===== config.mk =====
export PLATFORM = sky130hd
export DESIGN_NAME = icache_top
export DESIGN_NICKNAME = d
export VERILOG_FILES = /design/src/verilog/icache_pkg.sv /design/src/verilog/icache_top.sv /design/src/verilog/icache_read_sel.sv /design/src/verilog/icache_refill_ctrl.sv /design/src/verilog/icache_slice.sv
export SDC_FILE = /design/constraint.sdc
export NUM_CORES = 2
export LEC_CHECK = 0
export BUFFER_PORTS_ARGS = -buffer_cell sky130_fd_sc_hd__buf_4
export CAP_MARGIN = 25
export CORE_UTILIZATION = 35
export DETAILED_ROUTE_END_ITERATION = 8
export GPL_ROUTABILITY_DRIVEN = 0
export GPL_TIMING_DRIVEN = 0
export PLACE_DENSITY_LB_ADDON = 0.1
export SYNTH_ARGS = -nofsm -noshare
export SYNTH_HDL_FRONTEND = slang
export SYNTH_HIERARCHICAL = 1
export SYNTH_SLANG_ARGS = --single-unit

===== constraint.sdc =====
create_clock -name clk -period 12.5 [get_ports clk]
set_clock_uncertainty 0.15 [all_clocks]
set_input_delay 1.875 -clock clk [delete_from_list [all_inputs] [get_ports clk]]
set_output_delay 1.875 -clock clk [all_outputs]
set_load 0.05 [all_outputs]

===== src/verilog/icache_pkg.sv =====
/*
 * Instruction cache shared definitions
 * Geometry of the tag-free ways, the L2 credit budget,
 * the data and address types and the refill FSM states
 */

package icache_pkg;

	// Way count and way index width
	localparam int NUM_WAYS = 4;
	localparam int WAY_IDX_W = 2;

	// One way holds one aligned block
	localparam int WORDS_PER_SLICE = 16;
	localparam int WORD_BYTES = 4;
	localparam int SLICE_BYTES = WORDS_PER_SLICE * WORD_BYTES;

	// Low address bits cleared to form a block base
	localparam int SLICE_SHIFT = 6;
	localparam int WORD_IDX_W = 4;

	// Outstanding L2 reads allowed at once
	localparam int L2_CREDITS = 2;
	localparam int CREDIT_W = $clog2(L2_CREDITS + 1);

	// 32-bit instruction word
	typedef logic [31:0] word_t;

	// 32-bit byte address
	typedef logic [31:0] addr_t;

	// Refill FSM
	typedef enum logic [1:0]
	{
		IDLE,
		REQUEST,
		COMMIT
	} refill_state_e;

endpackage

===== src/verilog/icache_top.sv =====
/*
 * Tag-free L1 instruction cache
 * Refill controller, generated ways and read selector
 * between the fetch port and a credit-based L2 read port
 */

`timescale 1ns/100ps

module icache_top
	import icache_pkg::*;
(
	input  logic  clk,
	input  logic  rst_n,
	input  addr_t i_pc,
	input  logic  i_l2_rvalid,
	input  word_t i_l2_rdata,
	output word_t o_code,
	output logic  o_code_valid,
	output logic  o_miss,
	output logic  o_l2_req,
	output addr_t o_l2_addr
);

	// Way status
	logic [NUM_WAYS-1:0]   way_hit;
	word_t                 way_word [NUM_WAYS];

	// Fill and commit controls shared by the ways
	logic [NUM_WAYS-1:0]   fill_we;
	logic [WORD_IDX_W-1:0] fill_idx;
	word_t                 fill_data;
	logic [NUM_WAYS-1:0]   commit;
	addr_t                 new_base;

	icache_refill_ctrl icache_refill_ctrl_inst
	(
		.clk         (clk),
		.rst_n       (rst_n),
		.i_pc        (i_pc),
		.i_hit       (way_hit),
		.i_l2_rvalid (i_l2_rvalid),
		.i_l2_rdata  (i_l2_rdata),
		.o_miss      (o_miss),
		.o_l2_req    (o_l2_req),
		.o_l2_addr   (o_l2_addr),
		.o_fill_we   (fill_we),
		.o_fill_idx  (fill_idx),
		.o_fill_data (fill_data),
		.o_commit    (commit),
		.o_new_base  (new_base)
	);

	// One slice per way
	for (genvar w = 0; w < NUM_WAYS; w++)
	begin : g_way
		icache_slice icache_slice_inst
		(
			.clk         (clk),
			.rst_n       (rst_n),
			.i_pc        (i_pc),
			.i_fill_we   (fill_we[w]),
			.i_fill_idx  (fill_idx),
			.i_fill_data (fill_data),
			.i_commit    (commit[w]),
			.i_new_base  (new_base),
			.o_hit       (way_hit[w]),
			.o_word      (way_word[w])
		);
	end

	icache_read_sel icache_read_sel_inst
	(
		.clk          (clk),
		.rst_n        (rst_n),
		.i_hit        (way_hit),
		.i_word       (way_word),
		.o_code       (o_code),
		.o_code_valid (o_code_valid)
	);

endmodule


===== src/verilog/icache_read_sel.sv =====
/*
 * Instruction cache read selector
 * Registers the way hit vector and returns the word of
 * the way that hit in the previous cycle
 */

`timescale 1ns/100ps

module icache_read_sel
	import icache_pkg::*;
(
	input  logic                clk,
	input  logic                rst_n,
	input  logic [NUM_WAYS-1:0] i_hit,
	input  word_t               i_word [NUM_WAYS],
	output word_t               o_code,
	output logic                o_code_valid
);

	// Hit vector aligned with the registered way words
	logic [NUM_WAYS-1:0] hit_q;

	always_ff @(posedge clk, negedge rst_n)
	begin
		if (!rst_n)
			hit_q <= '0;
		else
			hit_q <= i_hit;
	end

	assign o_code_valid = |hit_q;

	// Ranges never overlap so an AND-OR mux is enough
	always_comb
	begin
		o_code = '0;
		for (int w = 0; w < NUM_WAYS; w++)
			o_code = o_code | (i_word[w] & {$bits(word_t){hit_q[w]}});
	end

endmodule


===== src/verilog/icache_refill_ctrl.sv =====
/*
 * Instruction cache refill controller
 * Detects misses, reads the missing block from L2 under credit
 * flow control and steers it into a round-robin victim way
 */

`timescale 1ns/100ps

module icache_refill_ctrl
	import icache_pkg::*;
(
	input  logic                  clk,
	input  logic                  rst_n,
	input  addr_t                 i_pc,
	input  logic [NUM_WAYS-1:0]   i_hit,
	input  logic                  i_l2_rvalid,
	input  word_t                 i_l2_rdata,
	output logic                  o_miss,
	output logic                  o_l2_req,
	output addr_t                 o_l2_addr,
	output logic [NUM_WAYS-1:0]   o_fill_we,
	output logic [WORD_IDX_W-1:0] o_fill_idx,
	output word_t                 o_fill_data,
	output logic [NUM_WAYS-1:0]   o_commit,
	output addr_t                 o_new_base
);

	refill_state_e state, state_nxt;

	// Block being refilled
	addr_t block_base;

	// Requests issued, one extra bit to count all 16
	logic [WORD_IDX_W:0]   req_cnt;
	// Words returned so far, doubles as fill index
	logic [WORD_IDX_W-1:0] ret_cnt;
	logic [CREDIT_W-1:0]   credit_cnt;
	logic [WAY_IDX_W-1:0]  victim_ptr;
	logic [NUM_WAYS-1:0]   victim_oh;
	logic                  pc_miss;
	logic                  last_ret;

	assign pc_miss   = ~|i_hit;
	assign last_ret  = i_l2_rvalid && (ret_cnt == WORD_IDX_W'(WORDS_PER_SLICE - 1));
	assign victim_oh = NUM_WAYS'(1) << victim_ptr;

	always_comb
	begin
		state_nxt = state;
		case (state)
			IDLE:
				if (pc_miss)
					state_nxt = REQUEST;
			REQUEST:
				// Leave once the last word is back
				if (last_ret)
					state_nxt = COMMIT;
			COMMIT:
				state_nxt = IDLE;
			default:
				state_nxt = IDLE;
		endcase
	end

	always_ff @(posedge clk, negedge rst_n)
	begin
		if (!rst_n)
			state <= IDLE;
		else
			state <= state_nxt;
	end

	// Latch aligned base at miss time
	always_ff @(posedge clk)
	begin
		if (state == IDLE && pc_miss)
			block_base <= {i_pc[$bits(addr_t)-1:SLICE_SHIFT], {SLICE_SHIFT{1'b0}}};
	end

	// Request and return counters restart on every miss
	always_ff @(posedge clk, negedge rst_n)
	begin
		if (!rst_n)
		begin
			req_cnt <= '0;
			ret_cnt <= '0;
		end
		else if (state == IDLE)
		begin
			req_cnt <= '0;
			ret_cnt <= '0;
		end
		else
		begin
			if (o_l2_req)
				req_cnt <= req_cnt + 1'b1;
			if (i_l2_rvalid)
				ret_cnt <= ret_cnt + 1'b1;
		end
	end

	// One credit per request out, one back per rvalid
	always_ff @(posedge clk, negedge rst_n)
	begin
		if (!rst_n)
			credit_cnt <= CREDIT_W'(L2_CREDITS);
		else if (o_l2_req && !i_l2_rvalid)
			credit_cnt <= credit_cnt - 1'b1;
		else if (!o_l2_req && i_l2_rvalid)
			credit_cnt <= credit_cnt + 1'b1;
	end

	// Round-robin victim, moves on after each commit
	always_ff @(posedge clk, negedge rst_n)
	begin
		if (!rst_n)
			victim_ptr <= '0;
		else if (state == COMMIT)
			victim_ptr <= victim_ptr + 1'b1;
	end

	assign o_miss = pc_miss || (state != IDLE);

	// Issue while words remain and credit is left
	assign o_l2_req = (state == REQUEST) &&
		(req_cnt < (WORD_IDX_W + 1)'(WORDS_PER_SLICE)) && (credit_cnt != '0);
	assign o_l2_addr = block_base + (addr_t'(req_cnt) << $clog2(WORD_BYTES));

	// Returned words go straight to the victim
	assign o_fill_we   = (state == REQUEST && i_l2_rvalid) ? victim_oh : '0;
	assign o_fill_idx  = ret_cnt;
	assign o_fill_data = i_l2_rdata;

	assign o_commit   = (state == COMMIT) ? victim_oh : '0;
	assign o_new_base = block_base;

endmodule


===== src/verilog/icache_slice.sv =====
/*
 * Instruction cache way
 * Base/bound range check for hits, word storage filled
 * from L2 and a registered read port indexed by the fetch PC
 */

`timescale 1ns/100ps

module icache_slice
	import icache_pkg::*;
(
	input  logic                  clk,
	input  logic                  rst_n,
	input  addr_t                 i_pc,
	input  logic                  i_fill_we,
	input  logic [WORD_IDX_W-1:0] i_fill_idx,
	input  word_t                 i_fill_data,
	input  logic                  i_commit,
	input  addr_t                 i_new_base,
	output logic                  o_hit,
	output word_t                 o_word
);

	// Range of addresses this way covers
	addr_t base_q;
	addr_t bound_q;

	// Block storage
	word_t mem [WORDS_PER_SLICE];

	// All ones after reset so nothing can hit
	always_ff @(posedge clk, negedge rst_n)
	begin
		if (!rst_n)
		begin
			base_q  <= '1;
			bound_q <= '1;
		end
		else if (i_commit)
		begin
			base_q  <= i_new_base;
			// Bound sits one block above base
			bound_q <= i_new_base + addr_t'(SLICE_BYTES);
		end
	end

	// Hit when PC inside [base, bound)
	assign o_hit = (i_pc >= base_q) && (i_pc < bound_q);

	// Refill write port
	always_ff @(posedge clk)
	begin
		if (i_fill_we)
			mem[i_fill_idx] <= i_fill_data;
	end

	// Word index taken just above the byte offset
	always_ff @(posedge clk)
	begin
		o_word <= mem[i_pc[$clog2(WORD_BYTES) +: WORD_IDX_W]];
	end

endmodule


==> flow_summary.yaml <==
outcome:
  outcome: "complete, no violations"
critical_path:
  crit_path_start_kind: "primary input"
  crit_fanout: 9
  slowest_delay_ns: 0.67
  rrSetupSlack_ns: 7.87
  crit_chain: "buf_4 > ha_1 > and4_1 > nand4_1 > or4_1 > a31oi_1 > a311oi_1 > buf_2 > or4_1 > nand2_1 > buf_4"
  endpoint_kind: "output port"
  cp_slowest_cell: "or4_1"
  rr_startpoint: "g_way[1].icache_slice_inst/bound_q[30]"
  reg2regPathDepth: 12
  reg2reg_to: "icache_refill_ctrl_inst/o_new_base[27]"
  required_ns: 10.47
  path_class: "in -> out"
  worstSetupStartpoint: "i_pc[29]"
  critPathArrivalTime_ns: 5.29
clock_tree:
  ctsHoldBuffers: 0
  htree_levels: 5
  cts_made_buffers: 285
  cts_buffer_depth: 4
  post_cts_buffers: 0
  clockRootBuffer: "clkbuf_16"
  cts_tree: "done"
  clock-sinks: 2453
  cts_resized: 0
  clk_pin_slew_ns: 0.05
  clk_latency_ns: 0.90
global_route:
  gr-total-overflow: 0
  track_usage: 0.1995
  grt_pass1_vias: 52570
  antenna_found_initial: 26
  grt_pass1_wl_um: 402200
  grt_start_max_net_pins: 110
power:
  leakage_nw: 38.37
  power_mw: 19.17
  vdd_ir_drop_max_v: 0.0001118
  p_comb_frac: 0.090
  power.density_nw_per_um2: 163.8
  switching_share: 0.2449
  pwr-share-clk: 0.421
  internal-power_mw: 14.47
  power_frac_seq: 0.489
  power.switching_mw: 4.694
final_layout:
  fillerInstances: 25110
  final_cell_mix: "edfxtp_1 (2,074), mux4_2 (508), clkbuf_16 (289), inv_1 (256), ha_1 (245)"
  final_net_count: 6062
  regArea_um2: 71420
  mostFrequentLayoutCell: "edfxtp_1"
  drive_above_1_share: 0.2663
  multi_input_area_um2: 26200
  area_delta_synth_final_pct: 17.44
sta:
  fin_crit_ns: 7.314
  hold_ws_ns: 0.3449
  final_hold_viol_count: 0
  setup_violations: 0
  timing.fmax_ghz: 0.1367
  setup_slack_ns: 5.186
  drv_slew: 0
  worstMarginPinSlew_ns: 1.140
  finalCritPeriodShare: 0.5851
  max_slew_margin: 0.2399
  final.setup.tns_ns: 0
  rsz0062_at_grt: "no"
synth:
  synthArstFlopShare: 0.1023
  ys_ff_latch: 2453
  syn_inst: 5211
  synth_seq_area_share: 0.7168
  ys.flop_type: "edfxtp_1"
  yosysUniqueCellTypes: 67
  synth_area_um2: 99630
  syn_avg_cell_area_um2: 19.12
  synth_edf_count: 2074
  yosysWarnings: 6
drt:
  drc: 0
  drt_wl_total_um: 286500
  firstDrtPassIters: 5
  routedWlPerCell_um: 29.41
  via_per_inst: 5.280
  antenna_left: 0
  vias: 51440
  first_iter_violations: 4527
floorplanning:
  dieArea_um2: 286800
  die_h_um: 535.5
  start_util: 0.3523
  ios: 134
  die_x_um: 535.5
  num_rows: 195
  design.core.area_um2: 282800
placement:
  port_buffers: 98
  place_ws_ns: 5.045
  dp_hpwl_um: 184800
hold_path:
  min_to: "g_way[3].icache_slice_inst/bound_q[6]"
  min_delay_path_depth: 2
  min-delay-start: "g_way[3].icache_slice_inst/bound_q[6]"
  holdCritPathClass: "reg -> reg"
run:
  max-cap-violations: 0
## metrics by stage
stage                     instances  area, um2  utilization
after floorplan                5218      99660            -
after global placement         9059     105100       0.3716
after detailed placement       9201     107900       0.3817
after CTS                      9720     116900       0.4134
after global routing           9726     117000       0.4136
final                          9742     117000       0.4138
## critical path, delay by kind of cell
kind | cells | cell delay [ns]
and+or+nand+nor | 5 | 1.94
buffers and inverters | 3 | 0.65
AOI/OAI and AO/OA | 2 | 0.48
adders and majority gates | 1 | 0.32
## cell type report
class / count / area share
inverter: 256 / 0.008212
clock inverter: 125 / 0.01001
antenna: 17 / 0.0003636
multi-input combinational: 2252 / 0.2239
buffer: 257 / 0.01305
tap: 3743 / 0.04002
sequential: 2453 / 0.6104
timing repair buffer: 245 / 0.02754
clock buffer: 394 / 0.06654
## power by group through the flow
stage          Sequential, mW  Clock [mW]  Combinational (mW)
2_1_floorplan            9.44           0               0.975
3_3_place_gp             9.57           0                1.57
3_5_place_dp             9.54           0                1.74
4_1_cts                  9.37        8.28                1.75
5_1_grt                  9.39        8.58                1.85
6_report                 9.37        8.06                1.73
## synthesized netlist by cell type (7+ instances only)
master	number	area, um2
nand4_1	68	425.4
and3_1	22	137.6
dfrtp_1	18	450.4
buf_2	36	180.2
nor3_1	34	170.2
mux4_2	508	11440
clkbuf_1	115	431.7
nor2_1	189	709.4
mux4_1	132	3468
nand3b_1	13	97.59
nor2b_1	8	50.05
or4_1	8	60.06
inv_1	256	960.9
dfxtp_1	128	2562
xor2_1	58	508.0
a21o_1	29	217.7
buf_4	44	330.3
dfstp_2	233	6122
nand3_1	75	375.4
a22oi_1	67	503.0
nand2_1	239	897.1
buf_6	36	405.4
and4_1	20	175.2
o21ai_0	159	795.8
edfxtp_1	2074	62280
buf_1	17	63.81
and2_1	8	50.05
nand2b_1	13	81.33
ha_1	245	3065
xnor2_1	67	586.8
buf_8	7	105.1
a221oi_1	7	61.31
a21oi_1	179	895.9
## cells by family (layout without fill, tap and decap cells)
group / count (synthesis) / in the layout / share of synthesized area
AOI/OAI and AO/OA: 491 / 491 / 0.02904
xor gates and xnor gates: 125 / 125 / 0.01099
adders and majority gates: 245 / 245 / 0.03077
muxes: 650 / 650 / 0.1507
DFF: 2453 / 2453 / 0.7168
buffers and inverters: 513 / 1277 / 0.02497
other: 1 / 25 / 0.00003764
and+or+nand+nor: 733 / 733 / 0.03671
## worst max path at each step
stage / endpoint / slack [ns] / cells after the start
after floorplan: icache_refill_ctrl_inst/o_new_base[10] / 6.18 / 8
after global placement: icache_refill_ctrl_inst/o_new_base[14] / 2.39 / 9
after detailed placement: o_miss / 5.04 / 10
after CTS: o_miss / 5.03 / 10
after global routing: o_miss / 5.11 / 11
final: o_miss / 5.19 / 11
## layer usage
layer	wire length, um	global-route usage	share of wire	up-vias
met5	126	0	0.00044	-
met4	10070	0.06929	0.035	20
met1	123900	0.2728	0.43	27570
met2	134700	0.3183	0.47	1376
li1	-	-	-	22060
met3	17750	0.03848	0.062	418
## flip-flops by register name (all words and copies together) (netlist names)
register / flops
icache_refill_ctrl_inst/victim_ptr: 2
g_way.icache_slice_inst/mem: 2048
icache_refill_ctrl_inst/state: 2
g_way.icache_slice_inst/o_word: 128
g_way.icache_slice_inst/bound_q: 104
icache_refill_ctrl_inst/o_fill_idx: 4
icache_read_sel_inst/hit_q: 4
g_way.icache_slice_inst/base_q: 128
icache_refill_ctrl_inst/o_new_base: 26
icache_refill_ctrl_inst/credit_cnt: 2
icache_refill_ctrl_inst/req_cnt: 5
Note: power is estimated with default switching activity, not from simulation.
